## src/dmem_pkg.sv

```systemverilog
package dmem_pkg;

    // **************************************************
    // shared constants and operation codes
    // **************************************************

    localparam int NUM_PORTS = 2;

    typedef logic port_id_t;

    typedef enum logic [2:0] {
        op_wd = 3'd0,  // full word
        op_uh = 3'd1,  // unsigned halfword
        op_ub = 3'd2,  // unsigned byte
        op_sh = 3'd3,  // signed halfword
        op_sb = 3'd4   // signed byte
    } dmem_op_e;

    // **************************************************
    // request, grant and response records
    // **************************************************

    typedef struct packed {
        logic        we;     // set for a store
        dmem_op_e    op;
        logic [11:0] addr;   // byte address
        logic [31:0] wdata;
    } dmem_req_t;

    // the port tag is added once the arbiter has picked a winner
    typedef struct packed {
        dmem_req_t req;
        port_id_t  port;
    } dmem_grant_t;

    typedef struct packed {
        port_id_t    port;
        logic        is_load;
        logic [31:0] rdata;  // zero for stores
    } dmem_rsp_t;

    // one memory word, seen as byte lanes or as halfword lanes
    typedef union packed {
        logic [3:0][7:0]  b;
        logic [1:0][15:0] h;
    } dmem_word_u;

endpackage
```

## src/dmem_arbiter.sv

```systemverilog
`timescale 1ns/1ns

module dmem_arbiter import dmem_pkg::*; (
    input  logic                 clk,
    input  logic                 arst_n,
    input  logic [NUM_PORTS-1:0] not_empty,
    input  dmem_req_t            head0,
    input  dmem_req_t            head1,
    output logic [NUM_PORTS-1:0] pop,
    output logic                 grant_valid,
    output dmem_grant_t          grant
);

    port_id_t last_winner;
    port_id_t winner;

    // **************************************************
    // round-robin choice
    // **************************************************

    always_comb begin
        if (not_empty[0] && not_empty[1]) begin
            winner = ~last_winner;  // both waiting, so turn goes to the other port
        end else if (not_empty[1]) begin
            winner = 1'b1;
        end else begin
            winner = 1'b0;
        end
    end

    assign grant_valid = |not_empty;

    always_comb begin
        pop = '0;
        if (grant_valid) begin
            pop[winner] = 1'b1;
        end
    end

    // tag the winning request with where it came from
    always_comb begin
        grant.req  = winner ? head1 : head0;
        grant.port = winner;
    end

    // starting at port 1 means the first contended grant goes to port 0
    always_ff @(posedge clk or negedge arst_n) begin
        if (!arst_n) begin
            last_winner <= 1'b1;
        end else if (grant_valid) begin
            last_winner <= winner;
        end
    end

endmodule

```

## config.mk

```make
export PLATFORM = sky130hd
export DESIGN_NAME = dmem_arbiter
export DESIGN_NICKNAME = d
export VERILOG_FILES = /design/src/dmem_pkg.sv /design/src/dmem_arbiter.sv
export SDC_FILE = /design/constraint.sdc
export NUM_CORES = 1
export LEC_CHECK = 0
export ABC_AREA = 1
export BUFFER_PORTS_ARGS = -buffer_cell sky130_fd_sc_hd__buf_2
export CAP_MARGIN = 20
export CORE_MARGIN = 3
export CORE_UTILIZATION = 28
export CTS_CLUSTER_DIAMETER = 50
export DETAILED_ROUTE_END_ITERATION = 8
export PLACE_DENSITY_LB_ADDON = 0.05
export SLEW_MARGIN = 20
export SYNTH_ARGS = -nofsm -noshare
export SYNTH_HDL_FRONTEND = slang
export SYNTH_SLANG_ARGS = --single-unit
```

## constraint.sdc

```tcl
create_clock -name clk -period 3.3 [get_ports clk]
set_input_delay 0.33 -clock clk [delete_from_list [all_inputs] [get_ports clk]]
set_output_delay 0.33 -clock clk [all_outputs]
set_load 0.005 [all_outputs]
```

==> reports/metrics.cfg <==
[status]
status = finished clean

[cts]
clk_latency_ns = 0
hold_buffers = 0
cts_post_setup_buffers_inserted = 0
ctsResizeCount = 0
clkTransAtPathRegs_ns = 0

[job]
max_cap_viol_count = 0

[layout]
area_delta_synth_final_pct = 88.4
largest_reg_flops = 1
nNetsFinal = 410
largest_register = last_winner
final_util_pct = 57.7
n_antenna_cell = 0
fillCellCount = 292
drive_gt1_share_pct = 50.6
largestRegisters = last_winner (1)

[grt]
grt_max_degree = 52
grt_use_total_pct = 17.0
grt_pass1_vias = 1152
grt_util_met2_pct = 36.9
grt_pass1_wl_um = 4930
grt-ovfl-total = 0
gr-max-usage-layer = met2
use_met1_pct = 17.3
antenna_found_initial = 0
met3_usage_pct = 2.61

[yosys]
synth_common_cells = nand2_1 (97), nand3_1 (48), buf_2 (9)
ys.warnings.count = 0
postSynthCellCount = 172
synth_nets = 272
synth_area_leaders = nand2_1 (46%), nand3_1 (31%), buf_2 (5.7%)
netlist.top_cell.by_area = nand2_1
async_reset_ff_share_pct = 100
synth-main-ff-cell = dfstp_2
synth_top_cell_area_share_pct = 46.3
postSynthAreaPerCell_sq_um = 4.58
ys_seq_elements = 1
synthDistinctLibCells = 10
syn_area_sq_um = 787
yosys.cell_count.top_type = nand2_1
synth_edf_count = 0
yosysSeqAreaShare_pct = 3.34

[timing]
tightest_slew_ns = 0.852
setup_tns_ns = 0
finalHoldViolations = 0
clock.fmax_ghz = 0.540
rsz0062_at_grt = no
relSlewSlack_pct = 43.0
fin_crit_ns = 1.85
slew_viol_final = 0
setup_violations = 0
period_share_pct = 56.1
skew_ns = 0

[setup_path]
crit_chain = nand2_2, nand2_2, nand2_1, nand2_1, buf_2
slowest_stage = nand2_2
critPathTopFamily = simple AND/OR/NAND/NOR gates
crit_required_ns = 2.97
startpoint_type = flop
crit_buf_inv = 1
r2r_slack_ns = 2.21
cpPeakStageDelay_ns = 0.62
end_kind = primary output
arrival_ns = 1.52
path_class = reg -> out
critPathMaxFanout = 50

[routing]
routed_via_density = 4.37
wirelength_um = 3580
ant_nets = 0
post-route-drc-count = 0
firstDrtPassIters = 4
routedWlPerCell_um = 10.6
drtIter0Drc = 71
vias = 1478

[floorplan]
row_count = 18
dieArea_sq_mm = 0.00348
initial_utilization_pct = 30.7
die_h_um = 59.0
die_w_um = 59.0
io_pins = 152
core_area_sq_mm = 0.00257

[placed_design]
dpl.hpwl_um = 2750
gp_congestion = 0.754
port_buffers = 151

[power_and_ir_drop]
p_leak_nw = 1.08
power_w = 0.000256
power_density_mw_per_mm2 = 173
vdd_drop_max_v = 0.000151

[min_path]
hold_class = in -> async

-- cell families after synthesis --
| kind of cell | share of synthesized area [%] |
|---|---|
| AND/OR/NAND/NOR | 78.4 |
| buffers and inverters | 16.7 |
| AO/OA/AOI/OAI | 1.59 |
| flip-flops | 3.34 |
-- per-stage QoR --
stage          setup slack, ns  hold slack [ns]  cells  cell area (sq um)
2_1_floorplan             1.98            0.182    172                787
3_3_place_gp              1.45            0.278    338               1480
3_5_place_dp              1.43            0.270    338               1480
4_1_cts                   1.43            0.270    338               1480
5_1_grt                   1.26            0.274    338               1480
6_report                  1.45            0.267    338               1480
-- final timing paths --
path / cells past startpoint / from / endpoint
min in group clk: 1 / last_winner / last_winner
max in group asynchronous: 1 / arst_n / last_winner
hold reg to reg: 1 / last_winner / last_winner
setup reg to reg: 3 / last_winner / last_winner
setup / recovery: 5 / last_winner / grant[26]
hold / removal: 1 / arst_n / last_winner
-- routing by layer --
layer | vias up | wire [um]
li1 | 817 | -
met1 | 582 | 1320
met2 | 79 | 1850
met3 | 0 | 415
met4 | 0 | 0
met5 | - | 0
-- worst reg2reg max path, stage by stage, from the launching register on --
cell     delay, ns
dfstp_2       0.52
nand2_2       0.06
buf_4         0.27
o21a_1        0.16
-- cell usage in the layout, fill, tap and decap left out --
| cell type | Yosys | routed |
|---|---|---|
| dfstp_2 | 1 | 1 |
| nand2_2 | 2 | 2 |
| a21oi_1 | 1 | 1 |
| nand2_1 | 97 | 97 |
| o21a_1 | 1 | 1 |
| buf_2 | 9 | 151 |
| nand3_1 | 48 | 48 |
| buf_4 | 6 | 2 |
| inv_1 | 5 | 5 |
-- power breakdown --
| group | switching [W] | total, W | internal, W |
|---|---|---|---|
| Clock | 0 | 0 | 0 |
| Combinational | 0.000120 | 0.000239 | 0.000119 |
| Sequential | 0.00000148 | 0.0000171 | 0.0000157 |
-- cell type report --
type                            count  area (sq um)  share of cell area (%)
Timing Repair Buffer              153           771                    52.0
Inverter                            5          18.8                    1.27
Tap cell                           30          37.5                    2.53
Sequential cell                     1          26.3                    1.77
Multi-Input combinational cell    149           629                    42.4
(Power assumes the default switching activity.)
