===== src/dmem_pkg.sv =====
package dmem_pkg;

    // **************************************************
    // shared constants and operation codes
    // **************************************************

    localparam int NUM_PORTS = 2;

    typedef logic port_id_t;

    typedef enum logic [2:0] {
        op_wd = 3'd0,  // full word
        op_uh = 3'd1,  // unsigned halfword
        op_ub = 3'd2,  // unsigned byte
        op_sh = 3'd3,  // signed halfword
        op_sb = 3'd4   // signed byte
    } dmem_op_e;

    // **************************************************
    // request, grant and response records
    // **************************************************

    typedef struct packed {
        logic        we;     // set for a store
        dmem_op_e    op;
        logic [11:0] addr;   // byte address
        logic [31:0] wdata;
    } dmem_req_t;

    // the port tag is added once the arbiter has picked a winner
    typedef struct packed {
        dmem_req_t req;
        port_id_t  port;
    } dmem_grant_t;

    typedef struct packed {
        port_id_t    port;
        logic        is_load;
        logic [31:0] rdata;  // zero for stores
    } dmem_rsp_t;

    // one memory word, seen as byte lanes or as halfword lanes
    typedef union packed {
        logic [3:0][7:0]  b;
        logic [1:0][15:0] h;
    } dmem_word_u;

endpackage

===== src/dmem_req_queue.sv =====
`timescale 1ns/1ns

module dmem_req_queue import dmem_pkg::*; #(
    parameter int QUEUE_DEPTH = 4
) (
    input  logic      clk,
    input  logic      arst_n,
    input  logic      req_valid,
    input  dmem_req_t req,
    input  logic      pop,
    output logic      not_empty,
    output dmem_req_t head,
    output logic      credit
);

    localparam int PTR_W = (QUEUE_DEPTH > 1) ? $clog2(QUEUE_DEPTH) : 1;
    localparam int CNT_W = $clog2(QUEUE_DEPTH + 1);

    dmem_req_t        entries [QUEUE_DEPTH];
    logic [PTR_W-1:0] wr_ptr;
    logic [PTR_W-1:0] rd_ptr;
    logic [CNT_W-1:0] count;

    // **************************************************
    // pointer and count update
    // **************************************************

    // the host only sends while it holds a credit, so a push never finds the queue full
    always_ff @(posedge clk or negedge arst_n) begin
        if (!arst_n) begin
            wr_ptr <= '0;
            rd_ptr <= '0;
            count  <= '0;
        end else begin
            if (req_valid) begin
                wr_ptr <= (wr_ptr == PTR_W'(QUEUE_DEPTH - 1)) ? '0 : wr_ptr + 1'b1;
            end
            if (pop) begin
                rd_ptr <= (rd_ptr == PTR_W'(QUEUE_DEPTH - 1)) ? '0 : rd_ptr + 1'b1;
            end
            case ({req_valid, pop})
                2'b10:   count <= count + 1'b1;
                2'b01:   count <= count - 1'b1;
                default: count <= count;  // push and pop together leave it alone
            endcase
        end
    end

    // entry storage
    always_ff @(posedge clk) begin
        if (req_valid) begin
            entries[wr_ptr] <= req;
        end
    end

    assign not_empty = (count != '0);
    assign head      = entries[rd_ptr];

    // the slot freed by a dequeue goes straight back to the host
    assign credit = pop;

endmodule


===== config.mk =====
export PLATFORM = sky130hd
export DESIGN_NAME = dmem_req_queue
export DESIGN_NICKNAME = d
export VERILOG_FILES = /design/src/dmem_pkg.sv /design/src/dmem_req_queue.sv
export SDC_FILE = /design/constraint.sdc
export NUM_CORES = 1
export LEC_CHECK = 0
export BUFFER_PORTS_ARGS = -buffer_cell sky130_fd_sc_hd__buf_2
export CAP_MARGIN = 10
export CORE_MARGIN = 3
export CORE_UTILIZATION = 57
export CTS_CLUSTER_DIAMETER = 200
export CTS_CLUSTER_SIZE = 40
export DETAILED_ROUTE_END_ITERATION = 7
export GPL_ROUTABILITY_DRIVEN = 0
export PLACE_DENSITY_LB_ADDON = 0.2
export SLEW_MARGIN = 20
export SYNTH_ARGS = -nofsm -noshare
export SYNTH_HDL_FRONTEND = slang
export SYNTH_SLANG_ARGS = --single-unit

===== constraint.sdc =====
create_clock -name clk -period 2.95 [get_ports clk]
set_input_delay 0.4425 -clock clk [delete_from_list [all_inputs] [get_ports clk]]
set_output_delay 0.4425 -clock clk [all_outputs]
set_load 0.005 [all_outputs]

==> run summary <==
FILL cells -> 772
Rel. slew slack -> 54.3%
Mapped Cells -> 286
CTS Sinks -> 199
storage element area -> 5950 um^2
ys async rst share -> 3.52%
Non-Filler Instances -> 585
#FFs+latches synth -> 199
grt ovf -> 0
Die H -> 120 um
clk buf depth -> 2
status -> finished, final reports clean
placed cells -> 552
RSZ-0062 raised after global routing -> no
Die W -> 120 um
top_reg_cell synth -> edfxtp_1
R2R Path Start -> wr_ptr[0]
Peak supply drop -> 533 uV
CP startpoint -> rd_ptr[0]
post_cts resized -> 0
hpwl dp -> 7.31 mm
first-pass GRT wire length -> 19.5 mm
max layer used -> met4
Die Footprint -> 14,400 um^2
worst hold path startpoint -> req[46]
setup violators final -> 0
Synth Area per Inst -> 25.9 um^2
cell row count -> 40
1st-pass router iterations -> 4
post-route ant nets -> 0
clock slew at reported path FFs -> 0.06 ns
Synth cell types -> 18
setup TNS -> 0 ns
Initial DRC Count -> 212
leakage dissipation -> 2.99 nW
Final Slew Violations -> 0
DR DRC count -> 0
actual slew at the worst max-slew pin -> 0.686 ns
initial antenna violation count -> 0
DR WL met3 -> 844 um
# diodes -> 0
pin count of the biggest net entering global routing -> 43
share of layout cells above drive strength 1 -> 47.0%
Peak Freq -> 375 MHz
DR vias -> 3,253
M1 WL -> 4.97 mm
crit path capture type -> primary output
Syn-to-layout area delta -> 17.5%
Max FO, Critical Path -> 28
post-layout min period -> 2.67 ns
vias in the first global route -> 3,472
PwrDens -> 944 nW/um^2
Clock Tree Root -> clkbuf_16
CP startpoint kind -> register
gr usage total -> 18.7%
Clock Latency Late Sink -> 0.42 ns
initial core utilization -> 59.8%
max_cap viols -> 0
final wirelength -> 12.1 mm
Post-synth EDFFs -> 192
area of the multi-input gates -> 1300 um^2
Vias/cell -> 5.56
H-tree levels -> 4
required time of the critical path -> 2.51 ns
r2r setup slk -> 1.09 ns
Hold WC Path Type -> input port to register
period utilization -> 90.4%
Synth Warn # -> 0
CTS Buf Count -> 17
fin nets -> 463
CTS tree -> done
final hold vios -> 0
Syn Nets -> 345
Port Buffer Count -> 101
critical path class -> register to primary output
sequential fraction of the synthesis area -> 80.4%
CP arrival -> 2.22 ns
Mapped Area -> 7390 um^2
Routed wire per std cell -> 20.7 um
Ports -> 102
WL met2 -> 6.09 mm
area of the core -> 12,400 um^2
Layout Skew -> 0.00777 ns
## synth_stat cells, types with 3 or more instances
master / number / area [um^2]
and2_1: 4 / 25.0
buf_12: 5 / 100
buf_2: 4 / 20.0
dfrtp_1: 7 / 175
edfxtp_1: 192 / 5770
ha_1: 6 / 75.1
inv_1: 3 / 11.3
mux2_2: 3 / 33.8
mux4_2: 48 / 1080
## final cells by class
class                           count  area share, %
Clock buffer                       19           4.98
Sequential cell                   199           68.4
Tap cell                          168           2.42
Multi-Input combinational cell     72           15.0
Clock inverter                     13           1.79
Inverter                            3          0.130
Timing Repair Buffer              111           7.29
## logic make-up (layout without fill, tap and decap cells)
kind of cell | count (synthesis) | in the layout | synth area share (%)
AOI/OAI and AO/OA | 2 | 2 | 0.135
xor gates and xnor gates | 3 | 3 | 0.355
adders and majority gates | 7 | 7 | 1.29
buffers and inverters | 15 | 146 | 2.13
DFF | 199 | 199 | 80.4
muxes | 51 | 51 | 15.1
and+or+nand+nor | 9 | 9 | 0.660
## worst max-delay path: stages, from the launching register on
cell and delay, ns:
dfrtp_4 0.77, buf_4 0.33, mux4_2 0.55, buf_2 0.15
## cells in the final DEF, fill, tap and decap left out, types with 4 or more instances in the layout
master / count
and2_2: 4
buf_12: 4
buf_2: 101
buf_4: 5
clkbuf_16: 17
clkinvlp_4: 5
dfrtp_1: 5
edfxtp_1: 192
ha_1: 6
mux4_2: 48
## through the flow
step	utilization, %	instance area, um^2	power [mW]	setup slack [ns]	hold WS, ns
after floorplan	-	7390	5.32	0.779	0.147
after global placement	65.4	8090	6.00	0.658	0.281
after detailed placement	65.4	8090	6.04	0.658	0.289
after CTS	70.3	8690	8.33	0.194	0.210
after global routing	70.3	8690	8.63	0.112	0.213
final	70.3	8690	8.21	0.283	0.229
## path summary, 6_finish.rpt
path / end / cells past startpoint
setup / recovery: head[44] / 3
hold / removal: entries[1][46] / 1
setup reg to reg: entries[2][21] / 4
hold reg to reg: count[2] / 1
max in group asynchronous: rd_ptr[0] / 2
min in group asynchronous: wr_ptr[1] / 2
## power breakdown
group	total, mW	internal [mW]	switching [mW]
clock network	2.27	1.33	0.947
logic	2.01	1.12	0.884
registers	3.93	3.63	0.297
## flip-flops by register name, indices dropped and copies added, names as in the netlist
register and count:
count 3, entries 192, rd_ptr 2, wr_ptr 2
## routing by layer
layer	up-vias	track usage, %
met4	0	7.87
met3	14	5.66
li1	1451	-
met2	115	28.9
met5	-	0
met1	1673	25.2
## what timing repair did
action / CTS / global route
hold buffers: 1 / 0
hold endpoints to repair: 7 / 0
buffers inserted: 0 / 0
(Power assumes the default switching activity.)
