`config.mk`:
```
export PLATFORM = sky130hd
export DESIGN_NAME = dmem_lane_align
export DESIGN_NICKNAME = d
export VERILOG_FILES = /design/src/dmem_pkg.sv /design/src/dmem_lane_align.sv
export SDC_FILE = /design/constraint.sdc
export NUM_CORES = 1
export LEC_CHECK = 0
export BUFFER_PORTS_ARGS = -buffer_cell sky130_fd_sc_hd__buf_4
export CORE_ASPECT_RATIO = 1.2
export CORE_UTILIZATION = 39
export DETAILED_ROUTE_END_ITERATION = 12
export PLACE_DENSITY = 0.93
export SLEW_MARGIN = 20
export SYNTH_ARGS = -nofsm -noshare
export SYNTH_HDL_FRONTEND = slang
export SYNTH_SLANG_ARGS = --single-unit
```
`constraint.sdc`:
```
create_clock -name vclk -period 1.8
set_input_delay 0.18 -clock vclk [all_inputs]
set_output_delay 0.18 -clock vclk [all_outputs]
set_load 0.01 [all_outputs]
```
`src/dmem_pkg.sv`:
```
package dmem_pkg;

    // **************************************************
    // shared constants and operation codes
    // **************************************************

    localparam int NUM_PORTS = 2;

    typedef logic port_id_t;

    typedef enum logic [2:0] {
        op_wd = 3'd0,  // full word
        op_uh = 3'd1,  // unsigned halfword
        op_ub = 3'd2,  // unsigned byte
        op_sh = 3'd3,  // signed halfword
        op_sb = 3'd4   // signed byte
    } dmem_op_e;

    // **************************************************
    // request, grant and response records
    // **************************************************

    typedef struct packed {
        logic        we;     // set for a store
        dmem_op_e    op;
        logic [11:0] addr;   // byte address
        logic [31:0] wdata;
    } dmem_req_t;

    // the port tag is added once the arbiter has picked a winner
    typedef struct packed {
        dmem_req_t req;
        port_id_t  port;
    } dmem_grant_t;

    typedef struct packed {
        port_id_t    port;
        logic        is_load;
        logic [31:0] rdata;  // zero for stores
    } dmem_rsp_t;

    // one memory word, seen as byte lanes or as halfword lanes
    typedef union packed {
        logic [3:0][7:0]  b;
        logic [1:0][15:0] h;
    } dmem_word_u;

endpackage
```
`src/dmem_lane_align.sv`:
```
`timescale 1ns/1ns

module dmem_lane_align import dmem_pkg::*; (
    input  dmem_grant_t grant,
    input  dmem_word_u  old_word,
    output dmem_word_u  new_word,
    output logic [31:0] load_data
);

    logic [1:0]  byte_sel;
    logic        half_sel;
    logic [7:0]  lane_byte;
    logic [15:0] lane_half;
    logic [31:0] wdata;

    assign byte_sel = grant.req.addr[1:0];
    assign half_sel = grant.req.addr[1];
    assign wdata    = grant.req.wdata;

    // lanes picked through the two union views
    assign lane_byte = old_word.b[byte_sel];
    assign lane_half = old_word.h[half_sel];

    // **************************************************
    // store merge
    // **************************************************

    always_comb begin
        new_word = old_word;  // untouched lanes keep their old bytes
        case (grant.req.op)
            op_wd: begin
                new_word = wdata;  // low address bits are ignored for words
            end
            op_uh, op_sh: begin
                new_word.h[half_sel] = wdata[15:0];
            end
            op_ub, op_sb: begin
                new_word.b[byte_sel] = wdata[7:0];
            end
            default: begin
                new_word = old_word;
            end
        endcase
    end

    // **************************************************
    // load extraction
    // **************************************************

    always_comb begin
        case (grant.req.op)
            op_wd: begin
                load_data = old_word;
            end
            op_uh: begin
                load_data = {16'h0000, lane_half};
            end
            op_sh: begin
                load_data = {{16{lane_half[15]}}, lane_half};
            end
            op_ub: begin
                load_data = {24'h000000, lane_byte};
            end
            op_sb: begin
                load_data = {{24{lane_byte[7]}}, lane_byte};
            end
            default: begin
                load_data = '0;
            end
        endcase
    end

endmodule

```
==> summary.txt, run 1 <==
Status
  • Status: finished, final reports clean

Synth
  • Top cells by area, synth: a22oi_1 19%, o21ai_0 15%, mux2_2 11%, a21oi_1 8.0%, a221o_1 4.5%
  • Cell Area, Synth: 1560 µm²
  • Syn_nets: 316
  • Sequential area share after synthesis: 0
  • Area share of the largest cell type after synthesis: 0.188
  • Mean Syn Cell Area: 6.64 µm²
  • Largest area contributor in the netlist: a22oi_1
  • Synth Instances: 235
  • Yosys warns: 0
  • Post-synth cell types: 36

Cells and area
  • Num sequential: 0
  • Area grow syn2layout: 73.9%
  • Nets@finish: 451
  • Fin util: 0.728
  • Clkbuf count: 0
  • FF+latch area: 0 µm²
  • Share of layout cells above drive strength 1: 0.505
  • Inserted Diodes: 0
  • Final non-filler cell area: 2710 µm²
  • Fillers: 324
  • Final non-filler cell total: 420

Detailed routing
  • Vias per cell: 6.17
  • Total length of routed wires: 7.41 mm
  • DR WL/cell: 17.6 µm
  • Drt first pass iters: 5
  • DRC viols: 0
  • Vias: 2,590
  • DR iter-0 viols: 295
  • Detail Route Antenna Nets: 0

Timing
  • Final critical-path setup slack: 0.0807 ns
  • Slew HR: 0.705
  • Tmin final: 1.72 ns
  • Worst-Margin Slew: 0.442 ns
  • Period utilization: 0.955
  • Hold_ws: 0.657 ns
  • Final hold vios: 0
  • Slew Viols, Final: 0
  • Finish-stage setup viols: 0
  • Fmax: 582 MHz
  • RSZ-0062 raised after global routing: false
  • Setup TNS: 0 ns

Critical path
  • CP arrival: 1.54 ns
  • CP endpoint: new_word[6]
  • CP peak stage delay: 0.35 ns
  • Crit path cell chain: buf_4, buf_4, nor2_1, a22oi_2, buf_4, mux2_2, buf_4
  • Critical path startpoint category: primary input
  • CP bufs+invs: 4
  • Worst path depth: 7
  • Setup CP Type: in -> out
  • Maximum fanout along the worst path: 13
  • Critical path startpoint: grant[34]
  • Top cell family by delay on the critical path: buffers and inverters
  • CP Data Required Time: 1.62 ns
  • Crit end category: output port
  • Slowest CP cell: mux2_2
  • Most frequent cell on the critical path: buf_4

Global route
  • First-pass GRT wire length: 11.4 mm
  • Total gr overflow: 0
  • Largest net degree at the start of global routing: 35
  • All-layer global routing usage: 0.332
  • Initial antenna violation count: 0
  • Vias in the first global route: 2,407

Placed design
  • Dpl cells: 419
  • Dpl cell area: 2700 µm²
  • DP HPWL: 5.75 mm
  • IO buf count: 133
  • GP Congestion: 0.952
  • DP Worst Slack: 0.0403 ns

Die
  • Ports: 145
  • X dimension of the die: 59.7 µm
  • Rows: 24
  • Core ar.: 3720 µm²
  • Die Ht: 71.3 µm
  • Initial core utilization: 0.419
  • DIE AREA: 4260 µm²

Power
  • Static Leak: 1.29 nW
  • Power per cell area: 327 nW/µm²
  • Peak supply drop: 0.164 mV
  • Total power: 0.888 mW

Flow run
  • Max cap viols: 0

Hold path
  • Hold/Removal Path Class: in -> out
  • Hold Path Depth: 3

Clock tree
  • Hold-fix buffers at CTS: 0
-- cells in the mapped netlist (all sizes together) --
cell and count:
a21bo 1, a21o 5, a21oi 25, a221o 7, a22o 7, a22oi 41
a31oi 2, a32oi 2, and2 2, and3 2, buf 16, clkbuf 9
inv 2, mux2 15, mux2i 7, nand2 9, nand2b 3, nand3 3
nor2 16, nor2b 2, nor3 1, nor3b 3, nor4b 1, o21a 1
o21ai 46, o21ba 1, o221ai 1, o2bb2ai 3, or2 1, xor2 1
-- power breakdown --
group	internal, mW	switching [mW]
clock network	0	0
logic	0.458	0.430
registers	0	0
-- final cells by class --
class,count,area [µm²],share of cell area
repair buffers,158,1200,0.442
well taps,52,65.1,0.0240
inverters,2,7.51,0.00277
multi-input cells,208,1440,0.531
-- layout by cell type, fill, tap and decap left out --
master and instances:
a22oi_2 3, nor2_1 15, o21ai_0 46, a21bo_2 1
and3_1 1, nand2_1 9, a21o_1 5, mux2i_1 7
nor4b_1 1, buf_12 1, inv_1 2, o221ai_1 1
nand3_1 2, xor2_1 1, a31oi_1 2, mux2_2 15
nor3b_4 1, and2_1 2, a22o_1 7, nor2b_1 2
nor3_4 1, or2_2 1, and3_2 1, a32oi_1 2
o21ba_2 1, nand3_2 1, a221o_1 7, a21oi_1 25
o2bb2ai_1 3, nand2b_1 3, nor2_4 1, a22oi_1 38
buf_4 157, nor3b_2 2, o21a_1 1
-- what timing repair did --
| item | in CTS | in global routing |
|---|---|---|
| gates resized for setup | 0 | 3 |
| setup endpoints to repair | 0 | 24 |
| setup buffers | 0 | 1 |
-- how the worst min path moves through the flow --
stage | from | to | slack (ns)
final | old_word[10] | new_word[10] | 0.66
after global routing | old_word[10] | new_word[10] | 0.67
after CTS | old_word[10] | new_word[10] | 0.66
after detailed placement | old_word[10] | new_word[10] | 0.66
after global placement | old_word[10] | new_word[10] | 0.66
after floorplan | old_word[10] | new_word[10] | 0.49
-- cell families (layout without fill, tap and decap cells) --
group,after synthesis,in the layout,synth area share
and+or+nand+nor,43,43,0.157
muxes,22,22,0.153
xor gates and xnor gates,1,1,0.00561
buffers and inverters,27,160,0.0850
AOI/OAI and AO/OA,142,142,0.599
-- worst min-delay path: cells and delay by family --
kind            cells  cell delay [ns]
compound gates      1             0.10
buf+inv             2             0.20
-- metal layers --
layer	track usage	wire, µm
met5	0	0
met4	0.0672	30
met3	0.0487	879
met2	0.585	3720
met1	0.421	2770
No activity file was read; power rests on OpenSTA's default activity.
==> run 2: changes to the inputs <==
Settings changed: ABC_AREA set to 1, CORE_UTILIZATION 39 to 45, PLACE_DENSITY 0.93 to 0.95.
==> summary.txt, run 2 <==
Global route
  • Gr busiest metal: met2
  • All-layer global routing usage: 0.360 (+0.0272)
  • Total gr overflow: 0 (unchanged)
  • Vias in the first global route: 3,365 (+40%)
  • Routing usage on met1: 0.448 (+0.0271)
  • First-pass GRT wire length: 14.8 mm (+30%)
  • Largest net degree at the start of global routing: 26 (-26%)
  • Initial antenna violation count: 0 (unchanged)
  • Met3 Resource Use GR: 0.0382 (-0.0105)
  • Met2 GRT Util: 0.623 (+0.0377)

Power
  • Static Leak: 1.94 nW (+51%)
  • Peak supply drop: 0.160 mV (-2.3%)
  • Power per cell area: 299 nW/µm² (-8.7%)
  • Total power: 0.963 mW (+8.4%)

Timing
  • Tmin final: 1.64 ns (-0.0767 ns)
  • RSZ-0062 raised after global routing: false
  • Finish-stage setup viols: 0 (unchanged)
  • Fmax: 609 MHz (+4.7%)
  • Slew Viols, Final: 0 (unchanged)
  • Setup TNS: 0 ns (unchanged)
  • Period utilization: 0.913 (-0.0426)
  • Final hold vios: 0 (unchanged)
  • Final critical-path setup slack: 0.157 ns (+0.0767 ns)
  • Slew HR: 0.678 (-0.0278)
  • Hold_ws: 0.667 ns (+0.0106 ns)
  • Worst-Margin Slew: 0.483 ns (+0.0412 ns)

Placed design
  • GP Congestion: 0.953 (about the same)
  • DP HPWL: 7.09 mm (+23%)
  • Dpl cells: 670 (+60%)
  • IO buf count: 133 (unchanged)
  • DP Worst Slack: 0.196 ns (+0.156 ns)
  • Dpl cell area: 3220 µm² (+19%)

Cells and area
  • Fillers: 455 (+40%)
  • Final non-filler cell total: 670 (+60%)
  • Clkbuf count: 0 (unchanged)
  • Num sequential: 0 (unchanged)
  • Share of layout cells above drive strength 1: 0.281 (-0.224)
  • Most frequent cells in the layout: 251 x nand2_1, 150 x buf_4, 60 x nand3_1, 50 x inv_1, 29 x nor2_1
  • FF+latch area: 0 µm² (unchanged)
  • Nets@finish: 695 (+54%)
  • Inserted Diodes: 0 (unchanged)
  • Final non-filler cell area: 3220 µm² (+19%)
  • Fin util: 0.701 (-0.0278)
  • Area grow syn2layout: 50.4%
  • Commonest non-fill, non-tap cell in the layout: nand2_1

Detailed routing
  • DR iter-0 viols: 480 (+63%)
  • Drt first pass iters: 6 (+1)
  • Vias per cell: 5.50 (-11%)
  • Detail Route Antenna Nets: 0 (unchanged)
  • Vias: 3,688 (+42%)
  • DRC viols: 0 (unchanged)
  • Total length of routed wires: 9.16 mm (+24%)
  • DR WL/cell: 13.7 µm (-22%)

Status
  • Status: finished, final reports clean

Die
  • Core ar.: 4590 µm² (+23%)
  • Rows: 27 (+13%)
  • DIE AREA: 5040 µm² (+18%)
  • Die Ht: 77.6 µm (+8.8%)
  • X dimension of the die: 65.0 µm (+8.7%)
  • Ports: 145 (unchanged)
  • Initial core utilization: 0.466 (+0.0469)

Synth
  • Largest area contributor in the netlist: nand2_1
  • Syn_nets: 566 (+79%)
  • Post-synth cell types: 17 (-53%)
  • Mean Syn Cell Area: 4.41 µm² (-34%)
  • Top-count cell post-synth: nand2_1
  • Cell Area, Synth: 2140 µm² (+37%)
  • Post-synth top cells: 251 x nand2_1, 60 x nand3_1, 50 x inv_1
  • Top cells by area, synth: nand2_1 44%, nand3_1 14%, inv_1 8.8%, nand4_1 7.6%, nor2_1 5.3%
  • Yosys warns: 0 (unchanged)
  • Area share of the largest cell type after synthesis: 0.440 (+0.252)
  • Synth Instances: 485 (+110%)
  • Sequential area share after synthesis: 0 (unchanged)

Critical path
  • Critical path startpoint category: primary input
  • Maximum fanout along the worst path: 18 (+5)
  • Setup CP Type: in -> out
  • Crit end category: output port
  • CP arrival: 1.46 ns (-0.08 ns)
  • Critical path startpoint: grant[34]
  • CP Data Required Time: 1.62 ns (about the same)

Clock tree
  • CTS resizes: 0 (unchanged)
  • Setup bufs post-CTS: 0 (unchanged)
  • Hold-fix buffers at CTS: 0 (unchanged)

Flow run
  • Max cap viols: 0 (unchanged)

Hold path
  • Hold Path Origin: grant[18]
  • Hold/Removal Path Class: in -> out
## run 2: worst max-delay path, stage by stage
cell     delay [ns]
buf_4          0.21
buf_4          0.26
nand2_2        0.08
inv_2          0.28
nand2_1        0.09
nand3_1        0.10
nand4_1        0.09
buf_4          0.16
## run 2: cell families (layout without fill, tap and decap cells)
logic type,Yosys count,after routing,share of synthesized area
compound gates,24,24,0.0713
buf+inv,82,209,0.176
simple gates,379,379,0.753
## run 2: metal layers
layer,vias to the layer above,part of all wire
li1,1787,-
met1,1583,0.37
met2,277,0.49
met3,41,0.11
met4,0,0.033
met5,-,0
## run 2: final cells by class
| type | instances | area, µm² | area share |
|---|---|---|---|
| timing repair buffer | 152 | 1170 | 0.362 |
| inverter | 57 | 214 | 0.0665 |
| multi-input combinational | 403 | 1770 | 0.549 |
| tap | 58 | 72.6 | 0.0225 |
## run 2: where the power goes
| group | switching (mW) | leakage, nW | internal, mW |
|---|---|---|---|
| combinational | 0.524 | 1.94 | 0.439 |
| sequential | 0 | 0 | 0 |
| clock | 0 | 0 | 0 |
| total | 0.524 | 1.94 | 0.439 |
## run 2: final timing paths
path | slack (ns) | depth (start not counted) | endpoint
max | 0.16 | 8 | new_word[20]
min | 0.67 | 4 | new_word[17]
==> run 3: changes to the inputs <==
Settings changed: CORE_ASPECT_RATIO 1.2 to 1.4, MAX_ROUTING_LAYER set to met4, SKIP_LAST_GASP set to 1.
==> summary.txt, run 3 (same netlist as run 2, synthesis figures left out) <==
Cells and area
  • Most frequent cells in the layout: 251 x nand2_1, 148 x buf_4, 60 x nand3_1, 50 x inv_1, 29 x nor2_1
  • Inserted Diodes: 0 (unchanged)
  • FF+latch area: 0 µm² (unchanged)
  • Num sequential: 0 (unchanged)
  • Fin util: 0.703 (+0.00246)
  • Nets@finish: 692 (-0.43%)
  • Final non-filler cell total: 671 (+0.15%)
  • Clkbuf count: 0 (unchanged)
  • Commonest non-fill, non-tap cell in the layout: nand2_1
  • Share of layout cells above drive strength 1: 0.278 (-0.00354)
  • Area grow syn2layout: 49.0%

Status
  • Status: finished, final reports clean

Hold path
  • Hold/Removal Path Class: in -> out
  • Hold path endpoint: new_word[21]
  • Hold Path Origin: grant[22]
  • Hold Path Depth: 4 (unchanged)

Timing
  • Finish-stage setup viols: 0 (unchanged)
  • RSZ-0062 raised after global routing: false
  • Setup TNS: 0 ns (unchanged)
  • Period utilization: 0.880 (-0.0323)
  • Slew HR: 0.678 (about the same)
  • Final hold vios: 0 (unchanged)
  • Fmax: 631 MHz (+3.7%)
  • Tmin final: 1.58 ns (-0.0581 ns)
  • Worst-Margin Slew: 0.483 ns (-0.000628 ns)
  • Slew Viols, Final: 0 (unchanged)
  • Hold_ws: 0.663 ns (-0.00457 ns)

Die
  • Die Ht: 83.6 µm (+7.8%)
  • Rows: 29 (+7.4%)
  • X dimension of the die: 60.3 µm (-7.2%)
  • DIE AREA: 5040 µm² (about the same)
  • Initial core utilization: 0.472 (+0.00604)
  • Ports: 145 (unchanged)
  • Core ar.: 4540 µm² (-1.3%)

Detailed routing
  • DRC viols: 0 (unchanged)
  • DR WL/cell: 13.6 µm (-0.90%)
  • Vias: 3,706 (+0.49%)
  • Detail Route Antenna Nets: 0 (unchanged)
  • Vias per cell: 5.52 (+0.34%)
  • DR iter-0 viols: 219 (-54%)
  • Total length of routed wires: 9.10 mm (-0.75%)
  • Drt first pass iters: 5 (-1)

Critical path
  • CP Data Required Time: 1.62 ns (about the same)
  • Crit path cell chain: buf_4, buf_4, nand2_2, inv_2, a21oi_1, nand2_1, nand2_1, nand2_1, buf_4
  • Slowest CP cell: buf_4
  • Setup CP Type: in -> out
  • Critical path startpoint category: primary input
  • Crit end category: output port
  • Maximum fanout along the worst path: 21 (+3)
  • CP peak stage delay: 0.27 ns (about the same)
  • Top cell family by delay on the critical path: buffers and inverters
  • CP arrival: 1.40 ns (-0.06 ns)
  • CP bufs+invs: 4 (unchanged)

Global route
  • Total gr overflow: 0 (unchanged)
  • All-layer global routing usage: 0.358 (-0.00204)
  • Vias in the first global route: 3,358 (-0.21%)
  • First-pass GRT wire length: 14.2 mm (-4.0%)
  • Largest net degree at the start of global routing: 25 (-3.8%)
  • Initial antenna violation count: 0 (unchanged)

Placed design
  • GP Congestion: 0.997 (+4.6%)
  • DP HPWL: 7.07 mm (-0.26%)
  • Dpl cells: 671 (+0.15%)
  • IO buf count: 133 (unchanged)

Clock tree
  • Setup bufs post-CTS: 0 (unchanged)
  • Hold-fix buffers at CTS: 0 (unchanged)
  • CTS resizes: 0 (unchanged)

Power
  • Peak supply drop: 0.181 mV (+13%)
  • Power per cell area: 298 nW/µm² (-0.24%)
  • Static Leak: 1.93 nW (-0.69%)

Flow run
  • Max cap viols: 0 (unchanged)
[run 3: changes by cell type in the layout (fill, tap and decap cells not counted), sizes merged]
cell / previous run / this run
buf: 152 / 149
[run 3: layout make-up]
| cell class | instances | area, µm² |
|---|---|---|
| Fill cell | 437 | 1350 |
| Inverter | 57 | 214 |
| Multi-Input combinational cell | 403 | 1770 |
| Tap cell | 62 | 77.6 |
| Timing Repair Buffer | 149 | 1130 |
[run 3: through the flow]
stage | instance area (µm²) | total power [mW] | setup slack [ns]
final | 3190 | 0.951 | 0.215
after global routing | 3190 | 1.03 | 0.0955
after CTS | 3190 | 0.939 | 0.252
after detailed placement | 3190 | 0.936 | 0.249
after global placement | 3190 | 0.917 | 0.271
after floorplan | 2140 | 0.465 | 0.597
[run 3: how the worst max path moves through the flow]
stage                     cells past startpoint            end      start  slack [ns]
final                                         9   load_data[0]  grant[34]        0.22
after global routing                          9   load_data[2]  grant[34]         0.1
after CTS                                     9   load_data[2]  grant[34]        0.25
after detailed placement                      9   load_data[2]  grant[34]        0.25
after global placement                        7   new_word[31]  grant[34]        0.27
after floorplan                               6  load_data[21]  grant[34]        0.60
[run 3: per-layer routing]
metal / GRT usage / share of wire / vias up
li1: - / - / 1784
met1: 0.405 / 0.36 / 1640
met2: 0.604 / 0.51 / 241
met3: 0.0295 / 0.091 / 41
met4: 0.175 / 0.036 / 0
met5: - / 0 / -
[run 3: power breakdown]
group          internal (mW)  leakage [nW]  switching [mW]  total [mW]
registers                  0             0               0           0
logic                  0.431          1.93           0.521       0.951
clock network              0             0               0           0
total                  0.431          1.93           0.521       0.951
